===== src/logic/acq_params.svh =====
// acquisition card constants
// channel count, data and count widths, FIFO depth and the host register map
`ifndef ACQ_PARAMS_SVH
`define ACQ_PARAMS_SVH

// channels and data
`define ACQ_ADC_NUM     4
`define ACQ_DATA_W      16
`define ACQ_FIFO_DEPTH  16
// holds 0 to ACQ_FIFO_DEPTH
`define ACQ_CNT_W       5
`define ACQ_DO_NUM      8

// host register port
`define ACQ_REG_AW      4
`define ACQ_REG_W       32

// register map, writable registers first
`define ACQ_ADDR_CTRL   0
`define ACQ_ADDR_THRESH 1
`define ACQ_ADDR_IRQ_EN 2
`define ACQ_ADDR_INZ    3
`define ACQ_ADDR_OUTFIL 4
`define ACQ_ADDR_DO     5
`define ACQ_ADDR_STATUS 8
`define ACQ_ADDR_COUNT0 9

`endif


===== src/logic/acq_pkg.sv =====
// acquisition card types
// host register requests, decoded configuration, status flags and counts
`default_nettype none

`include "acq_params.svh"

package acq_pkg;

    // host write, one-cycle strobe
    typedef struct packed {
        logic                   strb;
        logic [`ACQ_REG_AW-1:0] addr;
        logic [`ACQ_REG_W-1:0]  data;
    } reg_wr_t;

    // host read request, data returns one cycle later
    typedef struct packed {
        logic                   strb;
        logic [`ACQ_REG_AW-1:0] addr;
    } reg_rd_t;

    typedef struct packed {
        logic                    fifo_rst;
        logic [`ACQ_CNT_W-1:0]   in_thresh;
        logic [1:0]              irq_en;
        logic [`ACQ_ADC_NUM-1:0] inz_switch;
        // one filter switch per DAC, same count as the ADCs
        logic [`ACQ_ADC_NUM-1:0] outfil_switch;
        logic [`ACQ_DO_NUM-1:0]  do_word;
    } acq_cfg_t;

    // spread over bits 4, 2 and 0 of the status word
    typedef struct packed {
        logic almost_full;
        logic any_full;
        logic ch0_ready;
    } acq_status_t;

    typedef logic [`ACQ_ADC_NUM-1:0][`ACQ_CNT_W-1:0] cnt_vec_t;

endpackage

`default_nettype wire


===== src/logic/acq_ctrl_regs.sv =====
// host control register file
// six writable registers decoded into the card configuration, plus a
// registered read-back mux over the control registers, status and counts
`timescale 1ns/1ps
`default_nettype none

`include "acq_params.svh"

module acq_ctrl_regs
    import acq_pkg::*;
(
    input  wire                    core_clk,
    input  wire                    rst_n,
    input  reg_wr_t                wr,
    input  reg_rd_t                rd,
    input  acq_status_t            status,
    input  cnt_vec_t               counts,
    output acq_cfg_t               cfg,
    output logic [`ACQ_REG_W-1:0]  rd_data,
    output logic                   rd_valid
);

    logic [`ACQ_ADDR_DO:0][`ACQ_REG_W-1:0] ctrl_q;
    logic [`ACQ_REG_W-1:0]                 rd_mux;

    // writes above the last control register fall through
    always_ff @(posedge core_clk) begin
        if (!rst_n) begin
            ctrl_q <= '0;
        end else if (wr.strb) begin
            for (int i = 0; i <= `ACQ_ADDR_DO; i++) begin
                if (wr.addr == `ACQ_REG_AW'(i)) begin
                    ctrl_q[i] <= wr.data;
                end
            end
        end
    end

    // field decode
    always_comb begin
        cfg.fifo_rst      = ctrl_q[`ACQ_ADDR_CTRL][0];
        cfg.in_thresh     = ctrl_q[`ACQ_ADDR_THRESH][`ACQ_CNT_W-1:0];
        cfg.irq_en        = ctrl_q[`ACQ_ADDR_IRQ_EN][1:0];
        cfg.inz_switch    = ctrl_q[`ACQ_ADDR_INZ][`ACQ_ADC_NUM-1:0];
        cfg.outfil_switch = ctrl_q[`ACQ_ADDR_OUTFIL][`ACQ_ADC_NUM-1:0];
        cfg.do_word       = ctrl_q[`ACQ_ADDR_DO][`ACQ_DO_NUM-1:0];
    end

    // unmapped addresses read zero
    always_comb begin
        rd_mux = '0;
        for (int i = 0; i <= `ACQ_ADDR_DO; i++) begin
            if (rd.addr == `ACQ_REG_AW'(i)) begin
                rd_mux = ctrl_q[i];
            end
        end
        if (rd.addr == `ACQ_REG_AW'(`ACQ_ADDR_STATUS)) begin
            rd_mux[0] = status.ch0_ready;
            rd_mux[2] = status.any_full;
            rd_mux[4] = status.almost_full;
        end
        for (int i = 0; i < `ACQ_ADC_NUM; i++) begin
            if (rd.addr == `ACQ_REG_AW'(`ACQ_ADDR_COUNT0 + i)) begin
                rd_mux = `ACQ_REG_W'(counts[i]);
            end
        end
    end

    always_ff @(posedge core_clk) begin
        if (!rst_n) begin
            rd_valid <= 1'b0;
        end else begin
            rd_valid <= rd.strb;
        end
    end

    always_ff @(posedge core_clk) begin
        if (rd.strb) begin
            rd_data <= rd_mux;
        end
    end

    // every read strobe answers on the very next cycle, and nothing else does
    a_rd_latency: assert property (@(posedge core_clk) disable iff (!rst_n)
        1'b1 |=> (rd_valid == $past(rd.strb)));

endmodule

`default_nettype wire


===== src/logic/acq_sample_fifo.sv =====
// per-channel sample FIFO
// circular buffer with occupancy count, level flush and registered pop output
`timescale 1ns/1ps
`default_nettype none

`include "acq_params.svh"

module acq_sample_fifo (
    input  wire                     core_clk,
    input  wire                     rst_n,
    input  wire                     flush,
    input  wire                     push,
    input  wire  [`ACQ_DATA_W-1:0]  din,
    input  wire                     pop,
    output logic [`ACQ_DATA_W-1:0]  dout,
    output logic                    dout_valid,
    output logic                    full,
    output logic [`ACQ_CNT_W-1:0]   count
);

    localparam int PTR_W = $clog2(`ACQ_FIFO_DEPTH);

    logic [`ACQ_DATA_W-1:0] mem [`ACQ_FIFO_DEPTH];
    logic [PTR_W-1:0]       wr_ptr;
    logic [PTR_W-1:0]       rd_ptr;
    logic                   do_push;
    logic                   do_pop;

    assign full    = (count == `ACQ_CNT_W'(`ACQ_FIFO_DEPTH));
    assign do_push = push && !full;
    // pop on an empty FIFO is dropped
    assign do_pop  = pop && (count != '0);

    always_ff @(posedge core_clk) begin
        if (do_push) begin
            mem[wr_ptr] <= din;
        end
        if (do_pop) begin
            dout <= mem[rd_ptr];
        end
    end

    // pointers wrap on their own, depth is a power of two
    always_ff @(posedge core_clk) begin
        if (!rst_n || flush) begin
            wr_ptr     <= '0;
            rd_ptr     <= '0;
            count      <= '0;
            dout_valid <= 1'b0;
        end else begin
            dout_valid <= do_pop;
            if (do_push) begin
                wr_ptr <= wr_ptr + 1'b1;
            end
            if (do_pop) begin
                rd_ptr <= rd_ptr + 1'b1;
            end
            case ({do_push, do_pop})
                2'b10:   count <= count + 1'b1;
                2'b01:   count <= count - 1'b1;
                default: count <= count;
            endcase
        end
    end

    a_count_range: assert property (@(posedge core_clk) disable iff (!rst_n)
        count <= `ACQ_CNT_W'(`ACQ_FIFO_DEPTH));
    // the source side must stall on full
    a_no_push_full: assert property (@(posedge core_clk) disable iff (!rst_n)
        !(push && full));

endmodule

`default_nettype wire


===== src/logic/acq_status_irq.sv =====
// status flags and interrupt
// almost-full of channel 0 against the threshold, any-channel full, and an
// interrupt registered from the enabled flags
`timescale 1ns/1ps
`default_nettype none

`include "acq_params.svh"

module acq_status_irq
    import acq_pkg::*;
(
    input  wire                     core_clk,
    input  wire                     rst_n,
    input  acq_cfg_t                cfg,
    input  cnt_vec_t                counts,
    input  wire  [`ACQ_ADC_NUM-1:0] full,
    output acq_status_t             status,
    output logic                    interrupt
);

    logic irq_next;

    always_comb begin
        status.ch0_ready   = !full[0];
        status.any_full    = |full;
        // only channel 0 is compared with the threshold
        status.almost_full = counts[0] > cfg.in_thresh;
    end

    assign irq_next = (cfg.irq_en[0] && status.almost_full)
                   || (cfg.irq_en[1] && status.any_full);

    always_ff @(posedge core_clk) begin
        if (!rst_n) begin
            interrupt <= 1'b0;
        end else begin
            interrupt <= irq_next;
        end
    end

    // masked flags never reach the pin
    a_irq_masked: assert property (@(posedge core_clk) disable iff (!rst_n)
        (cfg.irq_en == 2'b00) |=> !interrupt);

endmodule

`default_nettype wire


===== src/logic/acq_card.sv =====
// acquisition card top
// host registers, one sample FIFO per ADC channel, pop steering back to the
// host, digital output register and interrupt
`timescale 1ns/1ps
`default_nettype none

`include "acq_params.svh"

module acq_card
    import acq_pkg::*;
#(
    localparam int CH_W = $clog2(`ACQ_ADC_NUM)
) (
    input  wire                                        core_clk,
    input  wire                                        rst_n,
    input  wire                                        sys_en,
    input  reg_wr_t                                    wr,
    input  reg_rd_t                                    rd,
    input  wire  [`ACQ_ADC_NUM-1:0][`ACQ_DATA_W-1:0]   ad_din,
    input  wire  [`ACQ_ADC_NUM-1:0]                    ad_valid,
    output logic [`ACQ_ADC_NUM-1:0]                    ad_ready,
    input  wire                                        pop,
    input  wire  [CH_W-1:0]                            pop_ch,
    output logic [`ACQ_REG_W-1:0]                      rd_data,
    output logic                                       rd_valid,
    output logic [`ACQ_DATA_W-1:0]                     pop_data,
    output logic                                       pop_valid,
    output logic [`ACQ_DO_NUM-1:0]                     acq_do,
    output logic [`ACQ_ADC_NUM-1:0]                    adc_inz_switch,
    output logic [`ACQ_ADC_NUM-1:0]                    dac_outfil_switch,
    output logic                                       interrupt
);

    acq_cfg_t                                  cfg;
    acq_status_t                               status;
    cnt_vec_t                                  counts;
    logic [`ACQ_ADC_NUM-1:0]                   full;
    logic [`ACQ_ADC_NUM-1:0][`ACQ_DATA_W-1:0]  fifo_dout;
    logic [`ACQ_ADC_NUM-1:0]                   fifo_valid;

    acq_ctrl_regs ctrl_regs_i (
        .core_clk (core_clk),
        .rst_n    (rst_n),
        .wr       (wr),
        .rd       (rd),
        .status   (status),
        .counts   (counts),
        .cfg      (cfg),
        .rd_data  (rd_data),
        .rd_valid (rd_valid)
    );

    acq_status_irq status_irq_i (
        .core_clk  (core_clk),
        .rst_n     (rst_n),
        .cfg       (cfg),
        .counts    (counts),
        .full      (full),
        .status    (status),
        .interrupt (interrupt)
    );

    // ready drops on full, while disabled and while the FIFOs are held in reset
    for (genvar i = 0; i < `ACQ_ADC_NUM; i++) begin : g_ch
        assign ad_ready[i] = sys_en && !cfg.fifo_rst && !full[i];

        acq_sample_fifo fifo_i (
            .core_clk   (core_clk),
            .rst_n      (rst_n),
            .flush      (cfg.fifo_rst),
            .push       (ad_valid[i] && ad_ready[i]),
            .din        (ad_din[i]),
            .pop        (pop && (pop_ch == CH_W'(i))),
            .dout       (fifo_dout[i]),
            .dout_valid (fifo_valid[i]),
            .full       (full[i]),
            .count      (counts[i])
        );
    end

    // at most one channel answers per cycle
    always_comb begin
        pop_data = '0;
        for (int i = 0; i < `ACQ_ADC_NUM; i++) begin
            if (fifo_valid[i]) begin
                pop_data = pop_data | fifo_dout[i];
            end
        end
    end

    assign pop_valid         = |fifo_valid;
    assign adc_inz_switch    = cfg.inz_switch;
    assign dac_outfil_switch = cfg.outfil_switch;

    // digital outputs follow the register only while enabled
    always_ff @(posedge core_clk) begin
        if (!rst_n) begin
            acq_do <= '0;
        end else if (sys_en) begin
            acq_do <= cfg.do_word;
        end
    end

endmodule

`default_nettype wire


===== config.mk =====
export PLATFORM = sky130hd
export DESIGN_NAME = acq_card
export DESIGN_NICKNAME = d
export VERILOG_FILES = /design/src/logic/acq_pkg.sv /design/src/logic/acq_ctrl_regs.sv /design/src/logic/acq_sample_fifo.sv /design/src/logic/acq_status_irq.sv /design/src/logic/acq_card.sv
export VERILOG_INCLUDE_DIRS = /design/src /design/src/logic
export SDC_FILE = /design/constraint.sdc
export NUM_CORES = 2
export LEC_CHECK = 0
export BUFFER_PORTS_ARGS = -buffer_cell sky130_fd_sc_hd__buf_2
export CORE_MARGIN = 2
export CORE_UTILIZATION = 58
export CTS_CLUSTER_SIZE = 24
export DETAILED_ROUTE_END_ITERATION = 12
export HOLD_SLACK_MARGIN = 0.08
export PLACE_DENSITY = 0.76
export SETUP_SLACK_MARGIN = 0.3
export SLEW_MARGIN = 0
export SYNTH_ARGS = -nofsm -noshare
export SYNTH_HDL_FRONTEND = slang
export SYNTH_HIERARCHICAL = 1
export SYNTH_SLANG_ARGS = --single-unit
export TNS_END_PERCENT = 50

===== constraint.sdc =====
create_clock -name core_clk -period 5.89 [get_ports core_clk]
set_clock_uncertainty 0.15 [all_clocks]
set_input_delay 0.2945 -clock core_clk [delete_from_list [all_inputs] [get_ports core_clk]]
set_output_delay 0.2945 -clock core_clk [all_outputs]
set_load 0.01 [all_outputs]

==> flow_metrics.tcl <==
set metrics [dict create \
    cts_tree "yes" \
    synthTopCellsByCount "1,120 x edfxtp_1, 525 x nand2_1, 258 x dfxtp_1" \
    synthCells 3393 \
    dpl.hpwl_um 78200 \
    post-route-drc-count 0 \
    rrSetupSlack_ns 2.47 \
    cp_max_fo 17 \
    worst-r2r-cell-count 11 \
    syn_nets 3554 \
    arrival_ns 4.12 \
    hold_path.class "in -> reg" \
    grt_start_max_net_pins 109 \
    first_pass_iters 6 \
    synth.area.top_cells "edfxtp_1 61%, mux4_2 10%, dfxtp_1 9.4%" \
    yosysTopAreaCell "edfxtp_1" \
    path_class "in -> reg" \
    synth-seq-cells 1378 \
    drv_slew 0 \
    finalHoldViolCount 0 \
    critPathLaunchType "input port" \
    yosysMostFrequentCell "edfxtp_1" \
    syn_area_mm2 0.0551 \
    via_count 31100 \
    row_count 113 \
    ys_seq_area_share_pct 70.5 \
    yosys_warnings 6 \
    synth_edf_count 1120 \
    synth_top_flop_cell "edfxtp_1" \
    status "completed" \
    ir_worst_vdd_uv 281 \
    detail_route.iter0.violations 3626 \
    grt_use_total_pct 26.7 \
    synth_top_area_share_pct 61.1 \
    worstHoldPathCells 4 \
    drt-total-wl_um 129000 \
    final_antenna_net_count 0 \
    finalSetupViolations 0 \
    die_area_mm2 0.0974 \
    syn_to_final_growth_pct 13.6 \
    die_height_um 312 \
    overflow 0 \
    final-seq-area_mm2 0.0388 \
    r2r-start "g_ch[0].fifo_i/count[1]" \
    avgSynthCellArea_um2 16.2 \
    grt_pass1_vias 31200 \
    grt_first_pass_wirelength_um 194000 \
    cp.required_ns 6.36 \
    p_leak_nw 20.5 \
    initial_utilization_pct 58.2 \
    power_mw 20.0 \
    power_density_mw_per_mm2 320 \
    r2r-end "g_ch[0].fifo_i/count[3]" \
    clock_path_buffers 3 \
    tns_ns 0 \
    cts_buffers 137 \
    clkTransAtPathRegs_ns 0.06 \
    cts-root-buf "clkbuf_16" \
    holdPathEnd "ctrl_regs_i/rd_data[9]" \
    hp-start "rd[0]" \
    clkSinkCount 1378 \
    io_pins 187 \
    layout.nets 3810 \
    cp-end-kind "register" \
    nFillCells 6208 \
    routed_via_density 6.19 \
    antenna_found_initial 5 \
    multiInputGateArea_mm2 0.0151 \
    wl_per_cell_um 25.7 \
    place_congestion 0.868 \
    port_buffers 186 \
    die_w_um 312 \
    async_flop_share_pct 0 \
    fmaxAchievable_ghz 0.273 \
    core_area_mm2 0.0946 \
    rsz0062_at_grt "no" \
    h-tree-depth 4 \
    post-route-min-period_ns 3.66 \
    postCtsSetupBuffers 0 \
    drive_gt1_share_pct 21.8 \
    max_slew_margin_pct 14.4 \
    drv_cap 0 \
    yosysUniqueCellTypes 65 \
    clock_latency_ns 0.75 \
    finalCritPeriodShare_pct 62.1 \
    tightest_slew_ns 1.28 \
]
==> timing repair <==
action / in CTS / in global routing
endpoints found under the setup margin: 0 / 0
hold buffers: 115 / 0
endpoints found under the hold margin: 1263 / 0
resized for setup: 0 / 0
==> critical path, cell delays in order <==
cell and delay, ns:
dlygate4sd3_1 0.62, buf_2 0.16, nand2_1 0.05, dlygate4sd3_1 0.55, nor2_1 0.30, o21ai_4 0.13, inv_1 0.52, ha_1 0.42
ha_1 0.28, a21o_1 0.18, a21oi_1 0.17, nor4_1 0.06, or3_1 0.38
==> area by class of cell <==
class / instances / area share [%]
Multi-Input combinational cell: 1739 / 24.1
Inverter: 35 / 0.210
Clock inverter: 73 / 1.02
Clock buffer: 174 / 6.01
Tap cell: 1265 / 2.53
Sequential cell: 1378 / 62.1
Antenna cell: 5 / 0.0200
Timing Repair Buffer: 358 / 4.02
==> cell families (layout without fill, tap and decap cells) <==
kind of cell / after synthesis / count (layout) / share of synthesized area, %
AO/OA/AOI/OAI: 544 / 544 / 7.62
flip-flops: 1378 / 1378 / 70.5
buffers and inverters: 276 / 640 / 2.51
AND/OR/NAND/NOR: 807 / 807 / 6.35
XOR/XNOR: 32 / 32 / 0.509
multiplexers: 311 / 311 / 11.5
adder cells (fa/ha/maj): 45 / 45 / 1.08
other: 0 / 5 / 0
==> layer usage <==
metal,up-vias,track usage [%],routed length (um)
met3,235,5.37,11500
met5,-,0,13
met1,15800,35.9,49700
met2,1556,44.2,64100
li1,13600,-,-
met4,2,8.87,3810
==> where the power goes <==
| part | total [mW] | internal [mW] | switching (mW) |
|---|---|---|---|
| registers | 10.7 | 10.6 | 0.0771 |
| logic | 0.820 | 0.312 | 0.508 |
| clock network | 8.52 | 4.89 | 3.64 |
==> state kept, by name, indices dropped and copies added (netlist names) <==
name / flops
ctrl_regs_i/rd_valid: 1
g_ch.fifo_i/mem: 1024
g_ch.fifo_i/dout_valid: 4
status_irq_i/interrupt: 1
ctrl_regs_i/rd_data: 32
g_ch.fifo_i/dout: 64
ctrl_regs_i/ctrl_q: 168
g_ch.fifo_i/count: 20
g_ch.fifo_i/wr_ptr: 16
acq_do: 8
g_ch.fifo_i/rd_ptr: 16
ctrl_regs_i/cfg: 24
==> cells in the final DEF (no fill, tap or decap), drive strengths merged, types with 41 or more instances in the layout <==
cell,Yosys,layout
clkbuf,113,174
nand2,525,525
mux4,256,256
a21boi,192,192
edfxtp,1120,1120
nor2,138,138
inv,35,41
a21oi,41,41
buf,128,243
clkinv,0,51
mux2i,55,55
a22oi,167,167
dfxtp,258,258
dlygate4sd3,0,115
ha,41,41
==> stage by stage <==
stage	util [%]	instances	worst slack, ns	hold WS, ns	instance area (um^2)
final	66.1	5027	2.23	0.159	62500
after global placement	60.2	4660	2.40	0.287	57000
after detailed placement	60.2	4660	2.37	0.296	57000
after CTS	66.1	5022	2.34	0.115	62500
after floorplan	-	3393	2.63	0.243	55100
after global routing	66.1	5023	2.12	0.168	62500
==> worst max-delay path by stage <==
stage                                 start                       end  cells past startpoint
floorplan           g_ch[0].fifo_i/count[0]  g_ch[0].fifo_i/mem[0][0]                      7
detailed placement                   sys_en   g_ch[2].fifo_i/count[3]                     11
global placement                     sys_en   g_ch[2].fifo_i/count[3]                     11
global route                            pop   g_ch[2].fifo_i/count[3]                     13
CTS                               pop_ch[1]   g_ch[0].fifo_i/count[3]                     12
finish                                  pop   g_ch[2].fifo_i/count[3]                     13
Power figures use the tool's default switching activity.
